===== config.mk =====
export PLATFORM = sky130hd
export DESIGN_NAME = dir_ctrl_top
export DESIGN_NICKNAME = d
export VERILOG_FILES = /design/src/verilog/dir_pkg.sv /design/src/verilog/msg_fifo.sv /design/src/verilog/wb_dir_port.sv /design/src/verilog/dir_protocol_table.sv /design/src/verilog/dir_engine.sv /design/src/verilog/dir_ctrl_top.sv
export VERILOG_INCLUDE_DIRS = /design/src /design/src/verilog
export SDC_FILE = /design/constraint.sdc
export NUM_CORES = 1
export LEC_CHECK = 0
export ABC_AREA = 1
export BUFFER_PORTS_ARGS = -buffer_cell sky130_fd_sc_hd__buf_2
export CORE_MARGIN = 5
export CORE_UTILIZATION = 35
export CTS_BUF_LIST = sky130_fd_sc_hd__clkbuf_4 sky130_fd_sc_hd__clkbuf_8
export DETAILED_ROUTE_END_ITERATION = 6
export GPL_TIMING_DRIVEN = 0
export PLACE_DENSITY = 0.56
export SYNTH_ARGS = -nofsm -noshare
export SYNTH_HDL_FRONTEND = slang
export SYNTH_SLANG_ARGS = --single-unit

===== constraint.sdc =====
create_clock -name clk -period 5.7 [get_ports clk]
set_clock_uncertainty 0.2 [all_clocks]
set_input_delay 1.14 -clock clk [delete_from_list [all_inputs] [get_ports clk]]
set_output_delay 1.14 -clock clk [all_outputs]
set_load 0.05 [all_outputs]

===== src/verilog/dir_defs.svh =====
`ifndef DIR_DEFS_SVH
`define DIR_DEFS_SVH

// Directory sizing
`define DIR_LINES       16
`define DIR_AGENTS      4 // Sharer bitmap and destination mask width

// Queue depths
`define REQ_FIFO_DEPTH  4
`define MSG_FIFO_DEPTH  8

// Wishbone word addresses
`define ADR_REQ         2'd0
`define ADR_MSG         2'd1
`define ADR_STATUS      2'd2

`endif


===== src/verilog/dir_pkg.sv =====
`default_nettype none
`include "dir_defs.svh"

package dir_pkg;

	localparam int LINE_W  = $clog2(`DIR_LINES);
	localparam int AGENT_W = $clog2(`DIR_AGENTS);

	typedef logic [LINE_W-1:0]      dir_line_t;
	typedef logic [AGENT_W-1:0]     dir_agent_t;
	typedef logic [`DIR_AGENTS-1:0] dir_mask_t; // One bit per cache

	// Stable states only
	typedef enum logic [1:0] {
		STATE_I = 2'd0,
		STATE_S = 2'd1,
		STATE_M = 2'd2
	} dir_state_t;

	typedef logic [3:0] dir_msg_t;

	// Requests from caches
	localparam dir_msg_t MSG_GETS     = 4'd1;
	localparam dir_msg_t MSG_GETM     = 4'd2;
	localparam dir_msg_t MSG_PUTS     = 4'd3;
	localparam dir_msg_t MSG_PUTM     = 4'd4;
	// Messages from the directory
	localparam dir_msg_t MSG_DATA     = 4'd5;
	localparam dir_msg_t MSG_PUTACK   = 4'd6;
	localparam dir_msg_t MSG_INV      = 4'd7;
	localparam dir_msg_t MSG_FWD_GETS = 4'd8;
	localparam dir_msg_t MSG_FWD_GETM = 4'd9;

	// Host request, taken from wb_wdata[9:0]
	typedef struct packed {
		dir_msg_t   msg;
		dir_agent_t requestor;
		dir_line_t  line;
	} dir_req_t;

	// Outgoing message, returned in wb_rdata[11:0]
	typedef struct packed {
		dir_msg_t  msg;
		dir_mask_t dest;
		dir_line_t line;
	} dir_out_t;

	typedef struct packed {
		dir_state_t state;
		dir_agent_t owner;
		dir_mask_t  sharers;
	} dir_entry_t;

	typedef struct packed {
		// Response
		logic       resp_send;
		dir_msg_t   resp_type;
		logic       resp_to_requestor;
		logic       resp_to_owner;
		// Forward
		logic       fwd_send;
		dir_msg_t   fwd_type;
		logic       fwd_to_owner;
		logic       fwd_to_sharers;
		// Entry updates
		logic       sharers_add_requestor;
		logic       sharers_add_owner;
		logic       sharers_remove_requestor;
		logic       sharers_clear;
		logic       owner_set_requestor;
		logic       owner_clear;
		dir_state_t next_state;
		logic       admitted;
	} dir_action_t;

endpackage

`default_nettype wire


===== src/verilog/msg_fifo.sv =====
`timescale 1ns/1ps
`default_nettype none

module msg_fifo #(
	parameter type payload_t = logic [7:0],
	parameter int  DEPTH     = 4
) (
	input  wire logic                   clk,
	input  wire logic                   arst_n,
	input  wire logic                   push,
	input  wire payload_t               push_data,
	input  wire logic                   pop,
	output payload_t                    pop_data,
	output logic                        empty,
	output logic                        full,
	output logic [$clog2(DEPTH+1)-1:0]  level
);

	localparam int PTR_W = $clog2(DEPTH);
	localparam int LVL_W = $clog2(DEPTH + 1);

	payload_t         mem [DEPTH];
	logic [PTR_W-1:0] wr_ptr;
	logic [PTR_W-1:0] rd_ptr;
	logic             do_push;
	logic             do_pop;

	function automatic logic [PTR_W-1:0] next_ptr(input logic [PTR_W-1:0] ptr);
		return (ptr == PTR_W'(DEPTH - 1)) ? '0 : ptr + 1'b1;
	endfunction

	assign empty    = (level == '0);
	assign full     = (level == LVL_W'(DEPTH));
	assign do_push  = push & ~full; // Push into a full buffer is lost
	assign do_pop   = pop & ~empty;
	assign pop_data = mem[rd_ptr];

	always_ff @(posedge clk or negedge arst_n) begin
		if (!arst_n) begin
			wr_ptr <= '0;
			rd_ptr <= '0;
			level  <= '0;
		end else begin
			if (do_push)
				wr_ptr <= next_ptr(wr_ptr);
			if (do_pop)
				rd_ptr <= next_ptr(rd_ptr);
			case ({do_push, do_pop})
				2'b10:   level <= level + 1'b1;
				2'b01:   level <= level - 1'b1;
				default: level <= level; // Both or neither
			endcase
		end
	end

	// Storage
	always_ff @(posedge clk) begin
		if (do_push)
			mem[wr_ptr] <= push_data;
	end

endmodule

`default_nettype wire


===== src/verilog/wb_dir_port.sv =====
`timescale 1ns/1ps
`default_nettype none
`include "dir_defs.svh"

module wb_dir_port import dir_pkg::*; (
	input  wire logic        clk,
	input  wire logic        arst_n,
	// Wishbone classic slave
	input  wire logic        wb_cyc,
	input  wire logic        wb_stb,
	input  wire logic        wb_we,
	input  wire logic [1:0]  wb_adr,
	input  wire logic [15:0] wb_wdata,
	output logic      [15:0] wb_rdata,
	output logic             wb_ack,
	// Request FIFO
	output logic             req_push,
	output dir_req_t         req_data,
	input  wire logic        req_full,
	// Message FIFO
	output logic             msg_pop,
	input  wire dir_out_t    msg_data,
	input  wire logic        msg_empty,
	input  wire logic [7:0]  err_count
);

	logic        access; // Cycle seen, ack on the next edge
	logic        wr_req;
	logic        rd_msg;
	logic        overflow;
	logic [15:0] rdata_d;

	// ---------------------------------------------------------------------
	// Bus decode
	// ---------------------------------------------------------------------
	assign access = wb_cyc & wb_stb & ~wb_ack; // Gap cycle after every ack
	assign wr_req = access & wb_we & (wb_adr == `ADR_REQ);
	assign rd_msg = access & ~wb_we & (wb_adr == `ADR_MSG);

	assign req_data = dir_req_t'(wb_wdata[$bits(dir_req_t)-1:0]);
	assign req_push = wr_req & ~req_full;
	assign msg_pop  = rd_msg & ~msg_empty;

	// ---------------------------------------------------------------------
	// Read data
	// ---------------------------------------------------------------------
	always_comb begin
		rdata_d = '0;
		case (wb_adr)
			`ADR_MSG: begin
				if (!msg_empty) begin
					rdata_d[$bits(dir_out_t)-1:0] = msg_data;
					rdata_d[15]                   = 1'b1; // Valid
				end
			end
			`ADR_STATUS: begin
				rdata_d[7:0] = err_count;
				rdata_d[8]   = overflow;
			end
			default: rdata_d = '0;
		endcase
	end

	always_ff @(posedge clk or negedge arst_n) begin
		if (!arst_n) begin
			wb_ack   <= 1'b0;
			overflow <= 1'b0;
		end else begin
			wb_ack <= access;
			// Dropped request, sticky until reset
			if (wr_req && req_full)
				overflow <= 1'b1;
		end
	end

	// Captured with the pop so data and ack line up
	always_ff @(posedge clk) begin
		if (access && !wb_we)
			wb_rdata <= rdata_d;
	end

endmodule

`default_nettype wire


===== src/verilog/dir_protocol_table.sv =====
`timescale 1ns/1ps
`default_nettype none

module dir_protocol_table import dir_pkg::*; (
	input  wire dir_state_t state,
	input  wire dir_msg_t   request,
	input  wire logic       from_owner,
	input  wire logic       one_sharer,
	output dir_action_t     action
);

	always_comb begin
		action            = '0;
		action.next_state = state; // Stay unless a rule moves the line

		case (state)
			// -------------------------------------------------------------
			// State I
			// -------------------------------------------------------------
			STATE_I: begin
				case (request)
					MSG_GETS: begin
						action.resp_send             = 1'b1;
						action.resp_type             = MSG_DATA;
						action.resp_to_requestor     = 1'b1;
						action.sharers_add_requestor = 1'b1;
						action.next_state            = STATE_S;
						action.admitted              = 1'b1;
					end
					MSG_GETM: begin
						action.resp_send           = 1'b1;
						action.resp_type           = MSG_DATA;
						action.resp_to_requestor   = 1'b1;
						action.owner_set_requestor = 1'b1;
						action.next_state          = STATE_M;
						action.admitted            = 1'b1;
					end
					MSG_PUTS, MSG_PUTM: begin // Nothing held, just ack
						action.resp_send         = 1'b1;
						action.resp_type         = MSG_PUTACK;
						action.resp_to_requestor = 1'b1;
						action.admitted          = 1'b1;
					end
					default: ;
				endcase
			end

			// -------------------------------------------------------------
			// State S
			// -------------------------------------------------------------
			STATE_S: begin
				case (request)
					MSG_GETS: begin
						action.resp_send             = 1'b1;
						action.resp_type             = MSG_DATA;
						action.resp_to_requestor     = 1'b1;
						action.sharers_add_requestor = 1'b1;
						action.admitted              = 1'b1;
					end
					MSG_GETM: begin
						action.resp_send           = 1'b1;
						action.resp_type           = MSG_DATA;
						action.resp_to_requestor   = 1'b1;
						action.fwd_send            = 1'b1; // Inv to the other sharers
						action.fwd_type            = MSG_INV;
						action.fwd_to_sharers      = 1'b1;
						action.sharers_clear       = 1'b1;
						action.owner_set_requestor = 1'b1;
						action.next_state          = STATE_M;
						action.admitted            = 1'b1;
					end
					MSG_PUTS: begin
						action.sharers_remove_requestor = 1'b1;
						action.resp_send                = 1'b1;
						action.resp_type                = MSG_PUTACK;
						action.resp_to_requestor        = 1'b1;
						action.admitted                 = 1'b1;
						if (one_sharer)
							action.next_state = STATE_I; // Last sharer gone
					end
					MSG_PUTM: begin
						// PutM from an owner has no meaning here
						if (!from_owner) begin
							action.sharers_remove_requestor = 1'b1;
							action.resp_send                = 1'b1;
							action.resp_type                = MSG_PUTACK;
							action.resp_to_requestor        = 1'b1;
							action.admitted                 = 1'b1;
						end
					end
					default: ;
				endcase
			end

			// -------------------------------------------------------------
			// State M
			// -------------------------------------------------------------
			STATE_M: begin
				case (request)
					MSG_GETS: begin
						action.fwd_send              = 1'b1;
						action.fwd_type              = MSG_FWD_GETS;
						action.fwd_to_owner          = 1'b1;
						action.sharers_add_requestor = 1'b1;
						action.sharers_add_owner     = 1'b1;
						action.owner_clear           = 1'b1;
						action.next_state            = STATE_S; // No S_D wait
						action.admitted              = 1'b1;
					end
					MSG_GETM: begin
						action.fwd_send            = 1'b1;
						action.fwd_type            = MSG_FWD_GETM;
						action.fwd_to_owner        = 1'b1;
						action.owner_set_requestor = 1'b1;
						action.admitted            = 1'b1;
					end
					MSG_PUTS, MSG_PUTM: begin
						action.resp_send         = 1'b1;
						action.resp_type         = MSG_PUTACK;
						action.resp_to_requestor = 1'b1;
						action.admitted          = 1'b1;
						if (request == MSG_PUTM && from_owner) begin
							action.owner_clear = 1'b1;
							action.next_state  = STATE_I;
						end
					end
					default: ;
				endcase
			end

			default: ;
		endcase
	end

endmodule

`default_nettype wire


===== src/verilog/dir_engine.sv =====
`timescale 1ns/1ps
`default_nettype none
`include "dir_defs.svh"

module dir_engine import dir_pkg::*; (
	input  wire logic                                  clk,
	input  wire logic                                  arst_n,
	// Request FIFO
	input  wire logic                                  req_empty,
	output logic                                       req_pop,
	input  wire dir_req_t                              req_data,
	// Message FIFO
	input  wire logic [$clog2(`MSG_FIFO_DEPTH+1)-1:0]  msg_level,
	output logic                                       msg_push,
	output dir_out_t                                   msg_data,
	output logic [7:0]                                 err_count
);

	localparam int LVL_W = $clog2(`MSG_FIFO_DEPTH + 1);

	typedef enum logic [1:0] {
		SEQ_IDLE,
		SEQ_APPLY,
		SEQ_FWD
	} seq_t;

	seq_t        seq;
	dir_entry_t  dir_mem [`DIR_LINES];
	dir_entry_t  cur;
	dir_entry_t  upd;
	dir_action_t action;
	dir_mask_t   req_bit;
	dir_mask_t   owner_bit;
	logic        from_owner;
	logic        one_sharer;
	logic        room;
	dir_out_t    resp_msg;
	dir_out_t    fwd_next;
	dir_out_t    fwd_msg;
	logic        fwd_pend;

	// ---------------------------------------------------------------------
	// Lookup and table
	// ---------------------------------------------------------------------
	assign cur        = dir_mem[req_data.line];
	assign req_bit    = dir_mask_t'(1) << req_data.requestor;
	assign owner_bit  = dir_mask_t'(1) << cur.owner;
	assign from_owner = (cur.state == STATE_M) && (cur.owner == req_data.requestor);
	assign one_sharer = (cur.sharers == req_bit);
	assign room       = (msg_level <= LVL_W'(`MSG_FIFO_DEPTH - 2)); // Response plus forward

	dir_protocol_table u_table (
		.state      (cur.state),
		.request    (req_data.msg),
		.from_owner (from_owner),
		.one_sharer (one_sharer),
		.action     (action)
	);

	always_comb begin
		upd = cur;
		if (action.sharers_clear)
			upd.sharers = '0;
		if (action.sharers_add_requestor)
			upd.sharers = upd.sharers | req_bit;
		if (action.sharers_add_owner)
			upd.sharers = upd.sharers | owner_bit;
		if (action.sharers_remove_requestor)
			upd.sharers = upd.sharers & ~req_bit;
		if (action.owner_set_requestor)
			upd.owner = req_data.requestor;
		if (action.owner_clear)
			upd.owner = '0;
		upd.state = action.next_state;
	end

	// Destinations come from the entry before the update
	always_comb begin
		resp_msg.msg  = action.resp_type;
		resp_msg.dest = (action.resp_to_requestor ? req_bit : '0) |
		                (action.resp_to_owner ? owner_bit : '0);
		resp_msg.line = req_data.line;

		fwd_next.msg  = action.fwd_type;
		fwd_next.dest = (action.fwd_to_owner ? owner_bit : '0) |
		                (action.fwd_to_sharers ? (cur.sharers & ~req_bit) : '0);
		fwd_next.line = req_data.line;
	end

	// ---------------------------------------------------------------------
	// Sequencer
	// ---------------------------------------------------------------------
	assign req_pop  = (seq == SEQ_APPLY);
	assign msg_push = ((seq == SEQ_APPLY) && action.resp_send) ||
	                  ((seq == SEQ_FWD) && fwd_pend);
	assign msg_data = (seq == SEQ_FWD) ? fwd_msg : resp_msg;

	always_ff @(posedge clk or negedge arst_n) begin
		if (!arst_n) begin
			seq       <= SEQ_IDLE;
			fwd_pend  <= 1'b0;
			err_count <= '0;
			for (int i = 0; i < `DIR_LINES; i++)
				dir_mem[i] <= '0; // State I, no owner, no sharers
		end else begin
			case (seq)
				SEQ_IDLE: begin
					if (!req_empty && room)
						seq <= SEQ_APPLY;
				end
				SEQ_APPLY: begin
					if (action.admitted)
						dir_mem[req_data.line] <= upd;
					else
						err_count <= err_count + 1'b1;
					fwd_pend <= action.fwd_send;
					seq      <= SEQ_FWD;
				end
				SEQ_FWD: begin
					fwd_pend <= 1'b0;
					seq      <= SEQ_IDLE;
				end
				default: seq <= SEQ_IDLE;
			endcase
		end
	end

	// Forward held over for the FWD cycle
	always_ff @(posedge clk) begin
		if (seq == SEQ_APPLY)
			fwd_msg <= fwd_next;
	end

endmodule

`default_nettype wire


===== src/verilog/dir_ctrl_top.sv =====
`timescale 1ns/1ps
`default_nettype none
`include "dir_defs.svh"

module dir_ctrl_top import dir_pkg::*; (
	input  wire logic        clk,
	input  wire logic        arst_n,
	input  wire logic        wb_cyc,
	input  wire logic        wb_stb,
	input  wire logic        wb_we,
	input  wire logic [1:0]  wb_adr,
	input  wire logic [15:0] wb_wdata,
	output logic      [15:0] wb_rdata,
	output logic             wb_ack
);

	// Request path
	dir_req_t   req_wdata;
	dir_req_t   req_rdata;
	logic       req_push;
	logic       req_pop;
	logic       req_full;
	logic       req_empty;

	// Message path
	dir_out_t   msg_wdata;
	dir_out_t   msg_rdata;
	logic       msg_push;
	logic       msg_pop;
	logic       msg_empty;
	logic [$clog2(`MSG_FIFO_DEPTH+1)-1:0] msg_level;

	logic [7:0] err_count;

	wb_dir_port u_wb_port (
		.clk       (clk),
		.arst_n    (arst_n),
		.wb_cyc    (wb_cyc),
		.wb_stb    (wb_stb),
		.wb_we     (wb_we),
		.wb_adr    (wb_adr),
		.wb_wdata  (wb_wdata),
		.wb_rdata  (wb_rdata),
		.wb_ack    (wb_ack),
		.req_push  (req_push),
		.req_data  (req_wdata),
		.req_full  (req_full),
		.msg_pop   (msg_pop),
		.msg_data  (msg_rdata),
		.msg_empty (msg_empty),
		.err_count (err_count)
	);

	msg_fifo #(.payload_t(dir_req_t), .DEPTH(`REQ_FIFO_DEPTH)) u_req_fifo (
		.clk       (clk),
		.arst_n    (arst_n),
		.push      (req_push),
		.push_data (req_wdata),
		.pop       (req_pop),
		.pop_data  (req_rdata),
		.empty     (req_empty),
		.full      (req_full),
		.level     ()
	);

	msg_fifo #(.payload_t(dir_out_t), .DEPTH(`MSG_FIFO_DEPTH)) u_msg_fifo (
		.clk       (clk),
		.arst_n    (arst_n),
		.push      (msg_push),
		.push_data (msg_wdata),
		.pop       (msg_pop),
		.pop_data  (msg_rdata),
		.empty     (msg_empty),
		.full      (),
		.level     (msg_level) // Engine checks room from this
	);

	dir_engine u_engine (
		.clk       (clk),
		.arst_n    (arst_n),
		.req_empty (req_empty),
		.req_pop   (req_pop),
		.req_data  (req_rdata),
		.msg_level (msg_level),
		.msg_push  (msg_push),
		.msg_data  (msg_wdata),
		.err_count (err_count)
	);

endmodule

`default_nettype wire


=== Yosys cells after proc, flatten, opt, wreduce, memory -nomap -nowiden ===
Memories as Yosys holds them, arrays and structs flattened.
Cells that the tools add are included.

* Word-level logic and storage cells: 220
* Memory bits (writable): 136
* Memories kept: 2
* Bits in registers: 183

{| class="wikitable"
|+ Memory list
! name !! words !! bits a word !! rd ports !! clocked after Yosys merged registers in !! write ports !! RTL line !! RTL
|-
| u_msg_fifo.mem || 8 || 12 || 1 || 0 || 1 || msg_fifo.sv:22 || <nowiki>payload_t mem [DEPTH];</nowiki>
|-
| u_req_fifo.mem || 4 || 10 || 1 || 0 || 1 || msg_fifo.sv:22 ||
|}

* Reductions and logical operators: 28
* Eq/ne operators: 23
* Shifts and indexed selects: 2
* Add/sub/neg operators: 9
* Mux-type cells: 61
* $lt $le $gt $ge: 3
* Bitwise gates (word level): 27

{| class="wikitable"
|+ Operators by type and width
! cell !! count
|-
| $bwmux 128 || 1
|-
| $pmux 6 s3 || 2
|-
| $bmux 8 s4 || 1
|-
| $demux 8 s4 || 1
|-
| $mux 4 || 7
|-
| $mux 8 || 3
|-
| $pmux 6 s2 || 2
|-
| $mux 2 || 9
|-
| $pmux 9 s2 || 1
|-
| $eq 2x2->1 const B || 7
|-
| $mux 1 || 13
|-
| $and 1x1->1 || 12
|-
| $mux 12 || 1
|-
| $mux 6 || 2
|-
| $or 4x4->4 || 3
|-
| $pmux 2 s2 || 3
|-
| $pmux 3 s2 || 2
|-
| $eq 2x1->1 const B || 5
|-
| $pmux 1 s2 || 5
|-
| $pmux 5 s2 || 1
|-
| $reduce_or 2->1 || 5
|-
| $add 3x1->3 const B || 3
|-
| $eq 3x3->1 const B || 3
|-
| $mux 3 || 3
|-
| 34 further kinds || 58
|}

=== Logic depth before layout (Yosys ltp) ===
An unclocked memory read counts as a cell.

* Depth in word-level cells: 18
* Mapped depth: 34
* Depth with buffers taken out: 31

=== Hierarchy ===
Synthesis repeated with hierarchy kept, for this count alone.

* Cells, all modules: 1863
* Area, all modules: 15862.7 µm²

{| class="wikitable"
|+ Modules (own cells, without submodules)
! module !! times used !! seq. area each (µm²) !! cells an instance !! area each (µm²)
|-
| dir_engine || 1 || 3838.7 || 1010 || 7612.3
|-
| msg_fifo at u_msg_fifo || 1 || 3133.0 || 503 || 4857.2
|-
| msg_fifo at u_req_fifo || 1 || 1376.3 || 177 || 2089.5
|-
| wb_dir_port || 1 || 440.4 || 86 || 813.3
|-
| dir_protocol_table || 1 || 0.0 || 87 || 490.5
|}

=== Worst setup path after synthesis ===
OpenSTA, ideal clock, no wires.

* Path kind: register to register
* Start point: reg u_req_fifo.rd_ptr[1]
* End point: reg u_msg_fifo.level[3]
* Cell stages (with the launch flop): 34
* Period minus slack after synthesis: 4.462 ns
* Data arrival time: 4.140 ns
* Required time: 5.378 ns
* Slack: 1.238 ns
* Path buffers: 4
* Path through: dfrtp_1 -> buf_4 -> inv_2 -> nand3_1 -> nand2_2 -> buf_6 -> inv_2 -> nor2_4 -> inv_2 -> buf_2 -> o22ai_1 -> o21ai_0 -> nand4_1 -> ha_1 -> inv_1 -> a21oi_1 -> nand3_1 -> nand2_1 -> nand2_1 -> nand2_1 -> nand2_1 -> nand2_1 -> nand2_1 -> nand2_1 -> buf_2 -> ha_1 -> ha_1 -> nand2_1 -> nor2_1 -> a211oi_1 -> nor2_1 -> nor2_1 -> nand2_1 -> xor2_1

{| class="wikitable"
|+ RTL lines
! what !! RTL line !! RTL
|-
| start, declared || msg_fifo.sv:24 || <nowiki>logic [PTR_W-1:0] rd_ptr;</nowiki>
|-
| start signal, assigned || msg_fifo.sv:47 || <nowiki>rd_ptr <= next_ptr(rd_ptr);</nowiki>
|-
| end signal, assigned || msg_fifo.sv:49 || <nowiki>2'b10: level <= level + 1'b1;</nowiki>
|-
| end signal, assigned || msg_fifo.sv:50 || <nowiki>2'b01: level <= level - 1'b1;</nowiki>
|-
| end signal, assigned || msg_fifo.sv:51 || <nowiki>default: level <= level;</nowiki>
|-
| end, declared || msg_fifo.sv:16 || <nowiki>output logic [$clog2(DEPTH+1)-1:0] level</nowiki>
|}

=== Worst setup path in the final report ===
* Start point: reg u_req_fifo.rd_ptr[0]
* End point: reg u_msg_fifo.level[3]

* Word-level cells in the longest chain between the ends: 15
* Elaborated cells between the ends (all ways): 28

{| class="wikitable"
|+ RTL lines
! what !! RTL line !! RTL
|-
| $mem_v2 4x10 * || - ||
|-
| $not 4->5 (implied by the code) || dir_engine.sv:45 || <nowiki>assign cur = dir_mem[req_data.line];</nowiki>
|-
| $bmux 8 s4 || dir_engine.sv:45 ||
|-
| $mux 8 (implied by the code) (2 in a row) || dir_engine.sv:45 ||
|-
| $eq 2x2->1, on equally long branches || dir_protocol_table.sv:16, dir_engine.sv:48 ||
|-
| $logic_and 1x1->1 || dir_engine.sv:48 || <nowiki>assign from_owner = (cur.state == STATE_M) && (cur.owner == req_data.requestor);</nowiki>
|-
| $mux 6 || dir_protocol_table.sv:83 || <nowiki>if (!from_owner) begin</nowiki>
|-
| $pmux 6 s3 || dir_protocol_table.sv:52 || <nowiki>case (request)</nowiki>
|-
| $pmux 6 s3 * || dir_protocol_table.sv:16 || <nowiki>case (state)</nowiki>
|-
| $logic_and 1x1->1 * || dir_engine.sv:94 || <nowiki>assign msg_push = ((seq == SEQ_APPLY) && action.resp_send) ||</nowiki>
|-
| $logic_or 1x1->1 * || dir_engine.sv:94 ||
|-
| $and 1x1->1 * || msg_fifo.sv:34 || <nowiki>assign do_push = push & ~full;</nowiki>
|-
| $eq 2x1->1 or $eq 2x2->1 (tied branches) || msg_fifo.sv:48 || <nowiki>case ({do_push, do_pop})</nowiki>
|-
| $pmux 4 s2 or $reduce_bool 2->1 (tied branches) || - ||
|}

Mark *: on every way between the ends. The rest lies on a longest branch, timed or not. The select of a mux whose other input is x is not followed.
A chain may end at the register's enable or synchronous reset.

==> run metrics <==
Syn-to-layout area delta=14.8%; fillers=4071; VDD IR max=0.286 mV; cell mode on critical path=nand2_1; WL/cell=18.0 µm; final hold viol count=0; drt via density=5.10; Setup crit start=u_req_fifo.rd_ptr[0]; Hold WC Path Type=input port to asynchronous set/reset pin; Synth Warn #=0; area leader, netlist=edfxtp_1; first-pass GRT wire length=60.5 mm; GPL Wtd Cong=0.858; Final Instance Area=16700 µm²; fin crit period=5.23 ns; final core utilization=40.8%; CTS tree=done; #FFs+latches synth=318; top-area cell type share of the netlist area=33.1%; antenna violations before repair=0; top cells by area, synth=edfxtp_1, dfrtp_1, nand2_1, o21ai_1, o21ai_0; remaining global-route overflow=0; synthesized cell area=14500 µm²; Leakage=6.87 nW; Setup-failing EPs final=0; io pins=40; Worst setup EP type=register; CP peak stage delay=0.46 ns; DIE WIDTH=214 µm; post-synthesis cell type count=51; Placed Cells=2031; total chip power=10.2 mW; RSZ-0062 raised after global routing=false; Post-DRT Antenna Nets=0; Buffers on Ports=30; Worst Path Max Fanout=10; Clk pin slew, worst setup/hold paths=0.07 ns; Setup TNS Final=0 ns; site row count=74; slew margin rel.=11.1%; crit path launch type=register; DRC viols=0; Setup Crit Path Kind=register to register; clock latency on the worst-skew pair=0.66 ns; Fmax=191 MHz; Tcrit/Tclk final=91.8%; Max Transition Viols Final=0; share of cells above drive strength 1=14.6%; Crit path max-delay family=simple AND/OR/NAND/NOR gates; status=finished, final reports clean; Root Buffer=clkbuf_8; Final Routed Wirelength=38.6 mm; async set-reset flop share out of synthesis=49.7%; max_cap viols=0; H-tree depth=2; vias in the first global route=10600; Clock Tree Buf Depth=3; placed cell area=15400 µm²; reg2reg start=u_req_fifo.rd_ptr[0]; EDFF count, synth=160; slowest stage cell, crit path=dfrtp_2; Worst Tran Pin Value=1.33 ns; Nets=1615; share of the yosys chip area belonging to registers=60.3%; initial core utilization=35.5%; die footprint=45700 µm²; total CTS buffers=53; drt pass-1 iters=5; WHS=0.243 ns; # clock sinks=318; core area=40900 µm²; pre-CTS WS=-0.341 ns; routed via count=10900; Worst Path Buf+Inv=7; synthesized instance count=1463; Pwr Density=609 nW/µm²; critical path arrival=5.55 ns; Final WS setup=0.469 ns; All-Layer GR Usage=17.0%; Post-Layout Cell Count=2138; First DRT Iteration DRCs=829; Mean Syn Cell Area=9.93 µm²; CP Data Required Time=6.02 ns; height of the chip=214 µm; largest net degree at the start of global routing=89; DP HPWL=26.2 mm; ys flop type=edfxtp_1
## routing by layer
| metal | vias to the layer above | part of all wire, % | track usage, % |
|---|---|---|---|
| met5 | - | 0 | 0 |
| met4 | 0 | 2.9 | 5.81 |
| met3 | 69 | 5.9 | 3.44 |
| met2 | 323 | 46 | 26.6 |
| met1 | 5276 | 45 | 23.7 |
| li1 | 5232 | - | - |
## cell usage in the layout (no fill, tap or decap), types with 15 or more instances in the layout
master / Yosys / final
nand2_1: 362 / 362
o21ai_0: 99 / 96
o22ai_1: 41 / 41
edfxtp_1: 160 / 160
buf_4: 11 / 16
dfrtp_1: 158 / 157
clkbuf_4: 0 / 26
nand3_1: 69 / 68
nor2_1: 112 / 109
clkbuf_8: 0 / 58
ha_1: 30 / 29
a21oi_1: 22 / 22
o21ai_1: 103 / 106
nand3b_1: 17 / 17
inv_1: 78 / 78
a22oi_1: 16 / 16
buf_2: 33 / 59
clkinv_1: 6 / 15
clkbuf_1: 21 / 20
## final timing paths
check	cells after the start	endpoint	slack [ns]
max in group asynchronous	2	u_engine.dir_mem[53]	4.16
min	1	u_engine.dir_mem[105]	0.24
min in group clk	1	u_wb_port.wb_ack	0.25
max	33	u_msg_fifo.level[3]	0.47
min reg2reg	1	u_wb_port.wb_ack	0.25
max reg2reg	33	u_msg_fifo.level[3]	0.47
## sequential cells by signal, indices dropped and copies added, names as in the netlist, 4 cells and up
signal              count
u_engine.dir_mem      128
u_msg_fifo.mem         96
u_req_fifo.mem         40
u_wb_port.wb_rdata     13
u_engine.fwd_msg       11
u_engine.err_count      8
u_msg_fifo.level        4
## final cells by class
| class | instances | area [µm²] | share of cell area, % |
|---|---|---|---|
| Antenna cell | 1 | 2.50 | 0.0150 |
| Buffer | 71 | 392 | 2.35 |
| Clock buffer | 80 | 963 | 5.77 |
| Clock inverter | 20 | 191 | 1.15 |
| Inverter | 98 | 373 | 2.23 |
| Multi-Input combinational cell | 978 | 5070 | 30.4 |
| Sequential cell | 318 | 8760 | 52.5 |
| Tap cell | 532 | 666 | 3.99 |
| Timing Repair Buffer | 40 | 270 | 1.62 |
## repair_timing
item | 4_1_cts | 5_1_grt
endpoints found under the setup margin | 49 | 71
hold buffers | 0 | 0
resized for setup | 4 | 16
setup buffers | 2 | 3
pin swaps | 1 | 2
## report_power, final
group,internal [mW],leakage (nW),switching (mW)
Combinational,1.34,2.64,3.38
Clock,1.23,0.613,0.948
Sequential,3.01,3.61,0.264
Total,5.57,6.87,4.59
## synth_stat cells, types with 5 or more instances
master and instances:
o21ai_1 103, nand3_1 69, inv_1 78, nor3_1 13, xor2_1 5, o31ai_1 5, ha_1 30, a22oi_1 16
dfrtp_1 158, clkbuf_1 21, xnor2_1 7, clkinv_1 6, nand3b_1 17, buf_2 33, o21ai_0 99, buf_4 11
nand2_1 362, a21oi_1 22, edfxtp_1 160, o221ai_1 13, inv_2 14, o22ai_1 41, o211ai_1 8, nor2_1 112
or2_2 6
## logic make-up (layout without fill, tap and decap cells)
kind of cell	count (synthesis)	in the layout	synth area share, %
AND/OR/NAND/NOR	604	604	17.8
AO/OA/AOI/OAI	326	326	13.1
flip-flops	318	318	60.3
buffers and inverters	169	309	5.15
adder cells (fa/ha/maj)	32	32	2.86
XOR/XNOR	12	12	0.723
other	1	4	0.0258
multiplexers	1	1	0.0775
## worst register-to-register path, delay by kind of cell, from the launching register on
family	cells	cell delay, ns
fa+ha+maj	3	0.72
simple gates	18	1.80
xor+xnor	1	0.14
buf+inv	7	1.20
compound gates	4	0.62
flops	1	0.46
(Power assumes the default switching activity.)
